--- src/logic/adc_pkg.sv ---
////////////////////////////////////////////////////////////
// adc side definitions: sample width, test ramp constants
// and decimation limits
////////////////////////////////////////////////////////////

package adc_pkg;

    // one converter sample
    localparam int SAMPLE_W = 12;

    typedef logic [SAMPLE_W-1:0] sample_t;

    // test ramp, restarted on every mode change
    localparam sample_t RAMP_INIT = '0;
    localparam sample_t RAMP_STEP = sample_t'(1);    // per decimated sample

    // decimation factor, a factor of 0 acts as 1
    localparam int DECIM_W = 8;

    localparam logic [DECIM_W-1:0] DECIM_MIN = DECIM_W'(1);    // also the reset factor

endpackage

--- src/logic/link_pkg.sv ---
////////////////////////////////////////////////////////////
// fiber link definitions: lane word views, opcodes, framing
// and lane FIFO sizing
////////////////////////////////////////////////////////////

package link_pkg;

    localparam int SEQ_W    = 7;
    localparam int OPCODE_W = 7;
    localparam int VALUE_W  = 24;

    localparam logic KIND_DATA = 1'b0;
    localparam logic KIND_CTRL = 1'b1;

    // sample pair view
    typedef struct packed {
        logic             kind;    // 0 for data
        logic [SEQ_W-1:0] seq;
        adc_pkg::sample_t ch_b;
        adc_pkg::sample_t ch_a;
    } lane_data_t;

    // header and control view
    typedef struct packed {
        logic                kind;    // 1 for control
        logic [OPCODE_W-1:0] opcode;
        logic [VALUE_W-1:0]  value;
    } lane_ctrl_t;

    // 32 bit word on both links, kind bit selects the view
    typedef union packed {
        lane_data_t data;
        lane_ctrl_t ctrl;
    } lane_word_t;

    localparam logic [OPCODE_W-1:0] OP_FRAME_HDR = 7'd1;    // value is the frame count
    localparam logic [OPCODE_W-1:0] OP_SET_MODE  = 7'd2;

    // SET_MODE value fields
    localparam int MODE_EN_BIT    = 0;
    localparam int MODE_TEST_BIT  = 1;
    localparam int MODE_DECIM_LSB = 8;

    localparam int FRAME_LEN   = 8;    // data words per frame
    localparam int FRAME_CNT_W = $clog2(FRAME_LEN + 1);

    localparam int FIFO_DEPTH = 16;
    localparam int FIFO_AW    = $clog2(FIFO_DEPTH);

    // transmitter states
    localparam logic [1:0] TX_IDLE = 2'd0;
    localparam logic [1:0] TX_REQ  = 2'd1;
    localparam logic [1:0] TX_WAIT = 2'd2;

endpackage

--- src/logic/adc_capture.sv ---
////////////////////////////////////////////////////////////
// adc capture: registers both channels, muxes in the test
// ramp and produces the decimated sample strobe
////////////////////////////////////////////////////////////

module adc_capture (
    input  logic                        clk_29_7_1M,
    input  logic                        i_reset,
    input  adc_pkg::sample_t            i_adc_a,
    input  adc_pkg::sample_t            i_adc_b,
    input  logic                        i_enable,
    input  logic                        i_test_src,
    input  logic [adc_pkg::DECIM_W-1:0] i_decim,
    input  logic                        i_mode_update,
    output logic                        o_smp_valid,
    output adc_pkg::sample_t            o_ch_a,
    output adc_pkg::sample_t            o_ch_b
);
    import adc_pkg::*;

    sample_t            adc_a_q;
    sample_t            adc_b_q;
    sample_t            ramp_q;
    logic [DECIM_W-1:0] decim_cnt;
    logic [DECIM_W-1:0] decim_eff;
    logic               strobe;

    // converter outputs sampled every edge
    always_ff @(posedge clk_29_7_1M) begin
        adc_a_q <= i_adc_a;
        adc_b_q <= i_adc_b;
    end

    assign decim_eff = (i_decim < DECIM_MIN) ? DECIM_MIN : i_decim;    // 0 acts as 1
    assign strobe    = i_enable && !i_mode_update && (decim_cnt >= decim_eff - 1'b1);

    always_ff @(posedge clk_29_7_1M) begin
        if (i_reset) begin
            decim_cnt   <= '0;
            ramp_q      <= RAMP_INIT;
            o_smp_valid <= 1'b0;
        end else begin
            o_smp_valid <= strobe;
            if (i_mode_update) begin
                decim_cnt <= '0;
                ramp_q    <= RAMP_INIT;    // ramp restarts per mode
            end else begin
                if (strobe) begin
                    decim_cnt <= '0;
                end else if (i_enable) begin
                    decim_cnt <= decim_cnt + 1'b1;
                end
                if (strobe && i_test_src) begin
                    ramp_q <= ramp_q + RAMP_STEP;
                end
            end
        end
    end

    // sample pair, held between strobes
    always_ff @(posedge clk_29_7_1M) begin
        if (strobe) begin
            o_ch_a <= i_test_src ? ramp_q : adc_a_q;
            o_ch_b <= i_test_src ? ~ramp_q : adc_b_q;    // complement in test mode
        end
    end

endmodule

--- src/logic/adc_fiber_top.sv ---
////////////////////////////////////////////////////////////
// adc to fiber top: capture, packing, lane buffering and
// the two four-phase links to the transceiver
////////////////////////////////////////////////////////////

module adc_fiber_top (
    input  logic                 clk_29_7_1M,
    input  logic                 i_reset,
    input  adc_pkg::sample_t     i_adc_a,
    input  adc_pkg::sample_t     i_adc_b,
    output logic                 o_tx_req,
    output link_pkg::lane_word_t o_tx_word,
    input  logic                 i_tx_ack,
    input  logic                 i_rx_req,
    input  link_pkg::lane_word_t i_rx_word,
    output logic                 o_rx_ack,
    output logic                 o_overflow
);
    import adc_pkg::*;
    import link_pkg::*;

    // mode from the remote end
    logic               enable;
    logic               test_src;
    logic [DECIM_W-1:0] decim;
    logic               mode_update;

    logic               smp_valid;
    sample_t            ch_a;
    sample_t            ch_b;
    logic               wr_en;
    lane_word_t         wr_word;
    lane_word_t         head;
    logic               not_empty;
    logic               pop;

    ctrl_rx u_ctrl_rx (
        .clk_29_7_1M   (clk_29_7_1M),
        .i_reset       (i_reset),
        .i_rx_req      (i_rx_req),
        .i_rx_word     (i_rx_word),
        .o_rx_ack      (o_rx_ack),
        .o_enable      (enable),
        .o_test_src    (test_src),
        .o_decim       (decim),
        .o_mode_update (mode_update)
    );

    adc_capture u_adc_capture (
        .clk_29_7_1M   (clk_29_7_1M),
        .i_reset       (i_reset),
        .i_adc_a       (i_adc_a),
        .i_adc_b       (i_adc_b),
        .i_enable      (enable),
        .i_test_src    (test_src),
        .i_decim       (decim),
        .i_mode_update (mode_update),
        .o_smp_valid   (smp_valid),
        .o_ch_a        (ch_a),
        .o_ch_b        (ch_b)
    );

    sample_packer u_sample_packer (
        .clk_29_7_1M   (clk_29_7_1M),
        .i_reset       (i_reset),
        .i_smp_valid   (smp_valid),
        .i_ch_a        (ch_a),
        .i_ch_b        (ch_b),
        .i_mode_update (mode_update),
        .o_wr_en       (wr_en),
        .o_wr_word     (wr_word)
    );

    lane_fifo u_lane_fifo (
        .clk_29_7_1M   (clk_29_7_1M),
        .i_reset       (i_reset),
        .i_wr_en       (wr_en),
        .i_wr_word     (wr_word),
        .i_pop         (pop),
        .i_mode_update (mode_update),
        .o_head        (head),
        .o_not_empty   (not_empty),
        .o_overflow    (o_overflow)
    );

    lane_tx u_lane_tx (
        .clk_29_7_1M (clk_29_7_1M),
        .i_reset     (i_reset),
        .i_head      (head),
        .i_not_empty (not_empty),
        .i_tx_ack    (i_tx_ack),
        .o_pop       (pop),
        .o_tx_req    (o_tx_req),
        .o_tx_word   (o_tx_word)
    );

endmodule

--- src/logic/ctrl_rx.sv ---
////////////////////////////////////////////////////////////
// control receiver: four-phase req/ack sink for remote
// control words, holds the streaming mode registers
////////////////////////////////////////////////////////////

module ctrl_rx (
    input  logic                        clk_29_7_1M,
    input  logic                        i_reset,
    input  logic                        i_rx_req,
    input  link_pkg::lane_word_t        i_rx_word,
    output logic                        o_rx_ack,
    output logic                        o_enable,
    output logic                        o_test_src,
    output logic [adc_pkg::DECIM_W-1:0] o_decim,
    output logic                        o_mode_update
);
    import adc_pkg::*;
    import link_pkg::*;

    logic take;
    logic set_mode;

    assign take     = i_rx_req && !o_rx_ack;    // new word offered
    assign set_mode = (i_rx_word.ctrl.kind == KIND_CTRL)
                   && (i_rx_word.ctrl.opcode == OP_SET_MODE);

    always_ff @(posedge clk_29_7_1M) begin
        if (i_reset) begin
            o_rx_ack      <= 1'b0;
            o_enable      <= 1'b0;
            o_test_src    <= 1'b0;    // adc source
            o_decim       <= DECIM_MIN;
            o_mode_update <= 1'b0;
        end else begin
            o_mode_update <= take && set_mode;

            // every word is acked, whatever its kind or opcode
            if (take) begin
                o_rx_ack <= 1'b1;
            end else if (o_rx_ack && !i_rx_req) begin
                o_rx_ack <= 1'b0;
            end

            if (take && set_mode) begin
                o_enable   <= i_rx_word.ctrl.value[MODE_EN_BIT];
                o_test_src <= i_rx_word.ctrl.value[MODE_TEST_BIT];
                o_decim    <= i_rx_word.ctrl.value[MODE_DECIM_LSB +: DECIM_W];
            end
        end
    end

endmodule

--- src/logic/lane_fifo.sv ---
////////////////////////////////////////////////////////////
// lane fifo: word buffer in front of the fiber transmitter,
// drops on full and keeps a sticky overflow flag
////////////////////////////////////////////////////////////

module lane_fifo (
    input  logic                 clk_29_7_1M,
    input  logic                 i_reset,
    input  logic                 i_wr_en,
    input  link_pkg::lane_word_t i_wr_word,
    input  logic                 i_pop,
    input  logic                 i_mode_update,
    output link_pkg::lane_word_t o_head,
    output logic                 o_not_empty,
    output logic                 o_overflow
);
    import link_pkg::*;

    lane_word_t         mem [FIFO_DEPTH];
    logic [FIFO_AW-1:0] wr_ptr;
    logic [FIFO_AW-1:0] rd_ptr;
    logic [FIFO_AW:0]   count;
    logic               full;
    logic               do_wr;
    logic               do_rd;

    assign full        = (count == (FIFO_AW + 1)'(FIFO_DEPTH));
    assign do_wr       = i_wr_en && !full;    // write on full is lost
    assign do_rd       = i_pop && o_not_empty;
    assign o_not_empty = (count != '0);
    assign o_head      = mem[rd_ptr];    // head visible the cycle after write

    always_ff @(posedge clk_29_7_1M) begin
        if (do_wr) begin
            mem[wr_ptr] <= i_wr_word;
        end
    end

    always_ff @(posedge clk_29_7_1M) begin
        if (i_reset) begin
            wr_ptr <= '0;
            rd_ptr <= '0;
            count  <= '0;
        end else begin
            if (do_wr) begin
                wr_ptr <= wr_ptr + 1'b1;    // depth is a power of two
            end
            if (do_rd) begin
                rd_ptr <= rd_ptr + 1'b1;
            end
            case ({do_wr, do_rd})
                2'b10:   count <= count + 1'b1;
                2'b01:   count <= count - 1'b1;
                default: count <= count;
            endcase
        end
    end

    // sticky until the remote end sets a new mode
    always_ff @(posedge clk_29_7_1M) begin
        if (i_reset || i_mode_update) begin
            o_overflow <= 1'b0;
        end else if (i_wr_en && full) begin
            o_overflow <= 1'b1;
        end
    end

endmodule

--- src/logic/lane_tx.sv ---
////////////////////////////////////////////////////////////
// lane transmitter: four-phase req/ack sender toward the
// fiber transceiver
////////////////////////////////////////////////////////////

module lane_tx (
    input  logic                 clk_29_7_1M,
    input  logic                 i_reset,
    input  link_pkg::lane_word_t i_head,
    input  logic                 i_not_empty,
    input  logic                 i_tx_ack,
    output logic                 o_pop,
    output logic                 o_tx_req,
    output link_pkg::lane_word_t o_tx_word
);
    import link_pkg::*;

    logic [1:0] state_q;

    // head leaves the fifo once the far side has it
    assign o_pop = (state_q == TX_REQ) && i_tx_ack;

    always_ff @(posedge clk_29_7_1M) begin
        if (i_reset) begin
            state_q  <= TX_IDLE;
            o_tx_req <= 1'b0;
        end else begin
            case (state_q)
                TX_IDLE: begin
                    if (i_not_empty) begin
                        o_tx_req <= 1'b1;
                        state_q  <= TX_REQ;
                    end
                end
                TX_REQ: begin
                    if (i_tx_ack) begin
                        o_tx_req <= 1'b0;
                        state_q  <= TX_WAIT;
                    end
                end
                TX_WAIT: begin
                    if (!i_tx_ack) begin
                        state_q <= TX_IDLE;    // handshake closed
                    end
                end
                default: state_q <= TX_IDLE;
            endcase
        end
    end

    // word held stable for the whole req phase
    always_ff @(posedge clk_29_7_1M) begin
        if (state_q == TX_IDLE && i_not_empty) begin
            o_tx_word <= i_head;
        end
    end

endmodule

--- src/logic/sample_packer.sv ---
////////////////////////////////////////////////////////////
// sample packer: turns sample pairs into sequenced data
// words and puts a frame header in front of every frame
////////////////////////////////////////////////////////////

module sample_packer (
    input  logic                 clk_29_7_1M,
    input  logic                 i_reset,
    input  logic                 i_smp_valid,
    input  adc_pkg::sample_t     i_ch_a,
    input  adc_pkg::sample_t     i_ch_b,
    input  logic                 i_mode_update,
    output logic                 o_wr_en,
    output link_pkg::lane_word_t o_wr_word
);
    import link_pkg::*;

    logic [SEQ_W-1:0]       seq_q;
    logic [VALUE_W-1:0]     frame_cnt;
    logic [FRAME_CNT_W-1:0] word_cnt;     // data words in the open frame
    logic                   need_hdr;
    lane_word_t             data_word;
    lane_word_t             hdr_word;
    lane_word_t             hold_word;    // data word waiting behind its header
    logic                   hold_valid;

    // frame full, or freshly reset by a mode change
    assign need_hdr = (word_cnt == FRAME_CNT_W'(FRAME_LEN));

    always_comb begin
        data_word           = '0;
        data_word.data.kind = KIND_DATA;
        data_word.data.seq  = seq_q;
        data_word.data.ch_b = i_ch_b;
        data_word.data.ch_a = i_ch_a;

        hdr_word             = '0;
        hdr_word.ctrl.kind   = KIND_CTRL;
        hdr_word.ctrl.opcode = OP_FRAME_HDR;
        hdr_word.ctrl.value  = frame_cnt;
    end

    always_ff @(posedge clk_29_7_1M) begin
        if (i_reset || i_mode_update) begin
            o_wr_en    <= 1'b0;
            hold_valid <= 1'b0;
            seq_q      <= '0;
            frame_cnt  <= '0;
            word_cnt   <= FRAME_CNT_W'(FRAME_LEN);    // header before first data
        end else begin
            o_wr_en <= 1'b0;
            if (hold_valid) begin
                o_wr_en    <= 1'b1;
                o_wr_word  <= hold_word;
                hold_valid <= 1'b0;
                // back to back samples keep the hold busy
                // a sample that would need a header here has no slot and is skipped
                if (i_smp_valid && !need_hdr) begin
                    hold_word  <= data_word;
                    hold_valid <= 1'b1;
                    seq_q      <= seq_q + 1'b1;
                    word_cnt   <= word_cnt + 1'b1;
                end
            end else if (i_smp_valid) begin
                o_wr_en  <= 1'b1;
                seq_q    <= seq_q + 1'b1;    // counts even if the fifo drops it
                if (need_hdr) begin
                    o_wr_word  <= hdr_word;
                    frame_cnt  <= frame_cnt + 1'b1;
                    hold_word  <= data_word;    // goes out next cycle
                    hold_valid <= 1'b1;
                    word_cnt   <= FRAME_CNT_W'(1);
                end else begin
                    o_wr_word <= data_word;
                    word_cnt  <= word_cnt + 1'b1;
                end
            end
        end
    end

endmodule

--- config.mk ---
export PLATFORM = sky130hd
export DESIGN_NAME = adc_fiber_top
export DESIGN_NICKNAME = d
export VERILOG_FILES = /design/src/logic/adc_pkg.sv /design/src/logic/link_pkg.sv /design/src/logic/adc_capture.sv /design/src/logic/adc_fiber_top.sv /design/src/logic/ctrl_rx.sv /design/src/logic/lane_fifo.sv /design/src/logic/lane_tx.sv /design/src/logic/sample_packer.sv
export SDC_FILE = /design/constraint.sdc
export NUM_CORES = 1
export LEC_CHECK = 0
export CAP_MARGIN = 10
export CORE_MARGIN = 5
export CORE_UTILIZATION = 45
export CTS_BUF_LIST = sky130_fd_sc_hd__clkbuf_8
export DETAILED_ROUTE_END_ITERATION = 8
export DONT_BUFFER_PORTS = 1
export SETUP_SLACK_MARGIN = 0.5
export SYNTH_ARGS = -nofsm -noshare
export SYNTH_HDL_FRONTEND = slang
export SYNTH_HIERARCHICAL = 1
export SYNTH_SLANG_ARGS = --single-unit
--- constraint.sdc ---
create_clock -name clk_29_7_1M -period 5.3 [get_ports clk_29_7_1M]
set_input_delay 0.53 -clock clk_29_7_1M [delete_from_list [all_inputs] [get_ports clk_29_7_1M]]
set_output_delay 0.53 -clock clk_29_7_1M [all_outputs]
set_load 0.005 [all_outputs]
# After elaboration in Yosys (flattened, before gate mapping)
# Memories as Yosys holds them, arrays and structs flattened. A register that Yosys moved wholly into a read port is not among the register bits.
# Cells that the tools add are included.
[totals]
word_cells = 121
n_memories = 1
in_bits = 60
reg_bits = 199
ram_bits = 512
out_inout_bits = 35
[memory_table]
columns = ["name", "words", "word_bits", "rd", "rd_clocked_by_memory_dff", "wr", "line_no", "source"]
rows = [
  ["u_lane_fifo.mem", 16, 32, 1, 1, 1, "lane_fifo.sv:19", "lane_word_t mem [FIFO_DEPTH];"],
]
[classes]
n_reduce_logical = 34
mux = 35
order_cmp = 2
n_eq_ne = 11
n_addsub = 10
bitwise = 3
[ops]
columns = ["cell", "count"]
rows = [
  ["2-to-1 mux 32 bit", 7],
  ["adder 24 x 1 -> 24 bit (second input constant)", 1],
  ["2-to-1 mux 12 bit", 2],
  ["2-to-1 mux 7 bit", 3],
  ["2-to-1 mux 4 bit", 4],
  ["logical AND 1 bit", 13],
  ["adder 12 x 1 -> 12 bit (second input constant)", 1],
  ["adder 4 x 1 -> 4 bit (second input constant)", 3],
  ["2-to-1 mux 1 bit", 12],
  ["NOT 12 bit", 1],
  ["one-hot mux 5 bit (2 select lines)", 1],
  ["nonzero test 2 bit", 5],
  ["AND reduction 3 bit", 3],
  ["adder 8 x 1 -> 8 bit (second input constant)", 1],
  [">= comparator 8 bit", 1],
  ["< comparator 8 x 1 -> 1 bit (second input constant)", 1],
  ["2-to-1 mux 8 bit", 1],
  ["!= test 2 bit (second input constant)", 4],
  ["subtractor 8 x 1 -> 8 bit (second input constant)", 1],
  ["adder 7 x 1 -> 7 bit (second input constant)", 1],
  ["== test 7 x 2 -> 1 bit (second input constant)", 1],
  ["2-to-1 mux 2 bit", 3],
  ["one-hot mux 2 bit (3 select lines)", 1],
  ["adder 5 x 1 -> 5 bit (second input constant)", 1],
  ["other kinds (15)", 23],
]

# Logic depth before layout (Yosys ltp)
[logic_depth]
word_depth = 6
depth_mapped = 14

# By module
# The synthesis kept the hierarchy.
[by_module_without_submodules]
columns = ["mod", "seq_area_each_um2", "cells_each", "area_each_um2", "n_inst"]
rows = [
  ["lane_fifo", 15735.1, 830, 20121.8, 1],
  ["sample_packer", 2632.5, 371, 4241.6, 1],
  ["adc_capture", 1621.6, 241, 2857.7, 1],
  ["lane_tx", 1021.0, 46, 1097.3, 1],
  ["ctrl_rx", 240.2, 54, 541.8, 1],
]

# Worst setup path after synthesis
# OpenSTA, ideal clock, no wires.
[synth_timing]
path_type = "reg2reg"
start = "register u_lane_fifo.count[2]"
end = "memory u_lane_fifo/mem[3][0] in the netlist's numbering, enable pin"
t_arrival_ps = 3358
path_buffers = 2
synth_period_minus_slack_ps = 3819
slack_ps = 1481
required_time_ps = 4839
path_stages_with_launch = 7
cell_sequence = "dfxtp_1 -> buf_2 -> or3_1 -> o31a_1 -> clkbuf_1 -> nand2_1 -> nor3_1"
[synth_via]
elab_chain_len = 5
[synth_lines]
columns = ["item", "line_no", "source"]
rows = [
  ["start, declared", "lane_fifo.sv:22", "logic [FIFO_AW:0] count;"],
  ["start signal, assigned", "lane_fifo.sv:52", "2'b10: count <= count + 1'b1;"],
  ["start signal, assigned", "lane_fifo.sv:53", "2'b01: count <= count - 1'b1;"],
  ["start signal, assigned", "lane_fifo.sv:54", "default: count <= count;"],
  ["== test 5 bit", "lane_fifo.sv:27", "assign full = (count == (FIFO_AW + 1)'(FIFO_DEPTH));"],
  ["logical NOT 1 bit", "lane_fifo.sv:28", "assign do_wr = i_wr_en && !full;"],
  ["logical AND 1 bit", "lane_fifo.sv:28", ""],
  ["2-to-1 mux 1 bit", "lane_fifo.sv:34", "if (do_wr) begin"],
  ["2-to-1 mux 1 bit (implied by the code)", "lane_fifo.sv:35", "mem[wr_ptr] <= i_wr_word;"],
  ["end, declared", "lane_fifo.sv:19", ""],
]
# No other way between the ends.

# Final worst setup path
[layout_timing]
start = "register u_ctrl_rx/o_decim[4] in the netlist's numbering"
end = "register u_adc_capture.o_ch_a[11], enable pin"
[layout_via]
elab_chain_len = 5
[layout_lines]
columns = ["item", "line_no", "source"]
rows = [
  ["start, declared", "ctrl_rx.sv:14", "output logic [adc_pkg::DECIM_W-1:0] o_decim,"],
  ["start signal, assigned", "ctrl_rx.sv:47", "o_decim <= i_rx_word.ctrl.value[MODE_DECIM_LSB +: DECIM_W];"],
  ["< comparator 8 x 1 -> 1 bit", "adc_capture.sv:34", "assign decim_eff = (i_decim < DECIM_MIN) ? DECIM_MIN : i_decim;"],
  ["2-to-1 mux 8 bit *", "adc_capture.sv:34", ""],
  ["subtractor 8 x 1 -> 8 bit *", "adc_capture.sv:35", "assign strobe = i_enable && !i_mode_update && (decim_cnt >= decim_eff - 1'b1);"],
  [">= comparator 8 bit *", "adc_capture.sv:35", ""],
  ["logical AND 1 bit *", "adc_capture.sv:35", ""],
  ["named net u_adc_capture.strobe", "adc_capture.sv:26", "logic strobe;"],
  ["end signal, assigned", "adc_capture.sv:63", "o_ch_a <= i_test_src ? ramp_q : adc_a_q;"],
  ["end, declared", "adc_capture.sv:16", "output adc_pkg::sample_t o_ch_a,"],
]
# Mark *: on every way through the listed nets, which the timed path passes. The rest lies on a longest branch.
# A chain may end at the register's enable or synchronous reset.

==> out/results.ini <==
[critical_path]
worstPathMaxFanout = 24
worstPathCellList = or4_1 > nor3_2 > a21oi_1 > ha_1 > inv_1 > nor2_1 > xnor2_1 > ha_1 > nand2_1 > nor3_4 > nand3_1 > nand2_1
critPathBufInv = 1
worstSetupEndpointType = flip-flop
slowest_delay_ns = 0.85
critical-path-top-delay-family = simple AND/OR/NAND/NOR gates
category_of_the_worst_setup_path_launch_point = flip-flop
worst_path_slowest_cell = sky130_fd_sc_hd__nand2_1
path_class = reg -> reg
timing.critical_path.required_ns = 5.61
r2r_setup_slack_ns = 1.46
timing.critical_path.arrival_ns = 4.15

[sta]
post-route-period-util = 0.7248
fmax_ghz = 0.2603
timing.final.hold_violations = 0
max_slew.worst_pin.slew_ns = 1.027
rsz0062_at_grt = no
slew_viol_final = 0
finalSetupViolCount = 0
clock_skew_ns = 0.02510
setup_tns_ns = 0
whs_ns = 0.06704
finalCriticalPeriod_ns = 3.842
timing.slew.headroom = 0.3150

[pwr]
static_power_due_to_leakage_uw = 0.01014
power-per-cell-area_nw_per_um2 = 331.0
ir_worst_vdd_mv = 0.2333

[yosys]
synth-edff-count = 631
synth.area.top_cells = sky130_fd_sc_hd__edfxtp_1 (66%), sky130_fd_sc_hd__mux4_2 (12%), sky130_fd_sc_hd__dfxtp_1 (8.0%), sky130_fd_sc_hd__mux2i_1 (2.0%), sky130_fd_sc_hd__nand2_1 (1.2%)
yosysSeqAreaShare = 0.7363
synth_top_cell_area_share = 0.6566
netlist_instances = 1542
synth_area_leader_cell = sky130_fd_sc_hd__edfxtp_1
syn-mean-instance-area_um2 = 18.72
netlist_area_um2 = 28860
netlist_top_cells_count = sky130_fd_sc_hd__edfxtp_1 (631), sky130_fd_sc_hd__mux4_2 (160), sky130_fd_sc_hd__dfxtp_1 (115)
count_of_distinct_cell_types_in_the_synthesized_netlist = 65
synth.most_common_cell = sky130_fd_sc_hd__edfxtp_1
synthesis.nets = 1625
synth_top_flop_cell = sky130_fd_sc_hd__edfxtp_1
synth.ff_latch_count = 746
synthesis.yosys.warnings = 6
postSynth.asyncResetShare = 0

[job]
cap_violations = 0

[finish]
fin_area_um2 = 32460
regArea_um2 = 21260
finish.net_count = 1736
fillerInstances = 5097
multiInputGateArea_um2 = 7297
flow.area_growth_from_synthesis_pct = 12.49
post_route_cells_drive_above_1_share = 0.2213

[floorplanning]
design.die.area_um2 = 69300
die_height_um = 263.2
initial_utilization = 0.4558
die_w_um = 263.2
core_region_area_um2 = 63310
i_o_pins = 95
placementRows = 92

[clock_tree]
cts.reportedPaths.clkPinSlew_ns = 0.06
tritoncts = done
cts-buffers-inserted = 116
clkLatencyLatePin_ns = 0.71
cts-htree-levels = 3
numClockSinks = 746
cts-root-buf = sky130_fd_sc_hd__clkbuf_8
number_of_buffers_on_the_longest_clock_path = 3
cts_post_setup_buffers_inserted = 0

[place]
portBuffers = 0
hpwl_um = 33500
placed_cell_area_um2 = 29960
place_congestion = 0.7313

[routing]
routed_wirelength_um = 59830
vias_per_cell = 5.442
first_pass_iteration_count_of_the_detailed_router = 7
post-route-drc-count = 0
vias = 14130
routed_wire_length_per_instance_um = 23.05
detail-route-antenna-nets = 0
drt_first_iter_violations = 1005

[grt]
grt_max_degree = 69
grt.met1_usage = 0.2336
grt_overflow = 0
wire_length_of_the_first_global_routing_pass_um = 91570
grtUsageTotal = 0.1725
grt.met2_usage = 0.2929
first_global_vias = 14860
busiest_layer = met2
grt_antenna_before_repair = 3
globalRouteMet3Util = 0.03138

[outcome]
status = completed

[hold_path]
hold_path_class = in -> reg

## metal layers
metal  up-vias  share of wire
li1       6381              -
met4         0          0.018
met5         -              0
met1      7275           0.42
met3        93          0.051
met2       378           0.51
## cell type report
cell class	count	share of cell area
flip-flops and latches	746	0.6549
multi-input cells	699	0.2248
clock buffers	121	0.05130
well taps	846	0.03261
repair buffers	62	0.01858
clock inverters	93	0.01449
inverters	28	0.003238
diodes	1	0.00007708
## timing repair
item	4_1_cts	5_1_grt
endpoints found under the hold margin	64	0
hold buffers	36	0
gates resized for setup	0	0
## final timing paths
check | from | end | cells after the start
min | i_reset | u_ctrl_rx/o_decim[2] | 2
max reg2reg | u_ctrl_rx/o_decim[4] | u_adc_capture/o_ch_a[11] | 12
min reg2reg | u_adc_capture/o_ch_a[8] | u_sample_packer/hold_word[8] | 0
max | u_ctrl_rx/o_decim[4] | u_adc_capture/o_ch_a[11] | 12
## report_power, final
part | switching [uW] | total [uW] | internal (uW)
Clock | 2180 | 4400 | 2220
Combinational | 27.1 | 59.5 | 32.5
Sequential | 3.95 | 6290 | 6280
## cells in the final DEF, fill, tap and decap left out, drive strengths merged, types with 15 or more instances in the layout
master / n
edfxtp: 631
mux4: 160
clkbuf: 121
dfxtp: 115
nand2: 89
nor2: 76
inv: 62
mux2i: 58
clkinv: 52
o21ai: 45
a21oi: 38
dlygate4sd3: 35
buf: 27
nand2b: 24
ha: 23
xnor2: 19
xor2: 18
or3: 17
nand3: 15
## registers in the layout, summed over array words and instances, names as in the netlist, 12 cells and up, named ones only
name,flops
u_adc_capture/adc_a_q,12
u_adc_capture/adc_b_q,12
u_adc_capture/o_ch_a,12
u_adc_capture/o_ch_b,12
u_adc_capture/ramp_q,12
u_lane_fifo/mem,512
u_lane_tx/o_tx_word,32
u_sample_packer/frame_cnt,24
u_sample_packer/hold_word,31
u_sample_packer/o_wr_word,32
## metrics by stage
| stage | util | setup slack (ns) | std cells | total power (uW) |
|---|---|---|---|---|
| after floorplan | - | 1.481 | 1542 | 6439 |
| after global placement | 0.4731 | 1.478 | 2345 | 6443 |
| after detailed placement | 0.4731 | 1.422 | 2345 | 6444 |
| after CTS | 0.5127 | 1.420 | 2595 | 10890 |
| after global routing | 0.5128 | 1.154 | 2596 | 11160 |
| final | 0.5128 | 1.458 | 2596 | 10750 |
## cells by family after synthesis
logic type / synth area share
flip-flops: 0.7363
AND/OR/NAND/NOR: 0.05463
multiplexers: 0.1504
AO/OA/AOI/OAI: 0.02246
buffers and inverters: 0.01496
XOR/XNOR: 0.01123
adder cells (fa/ha/maj): 0.009972
Note: power is estimated with default switching activity, not from simulation.
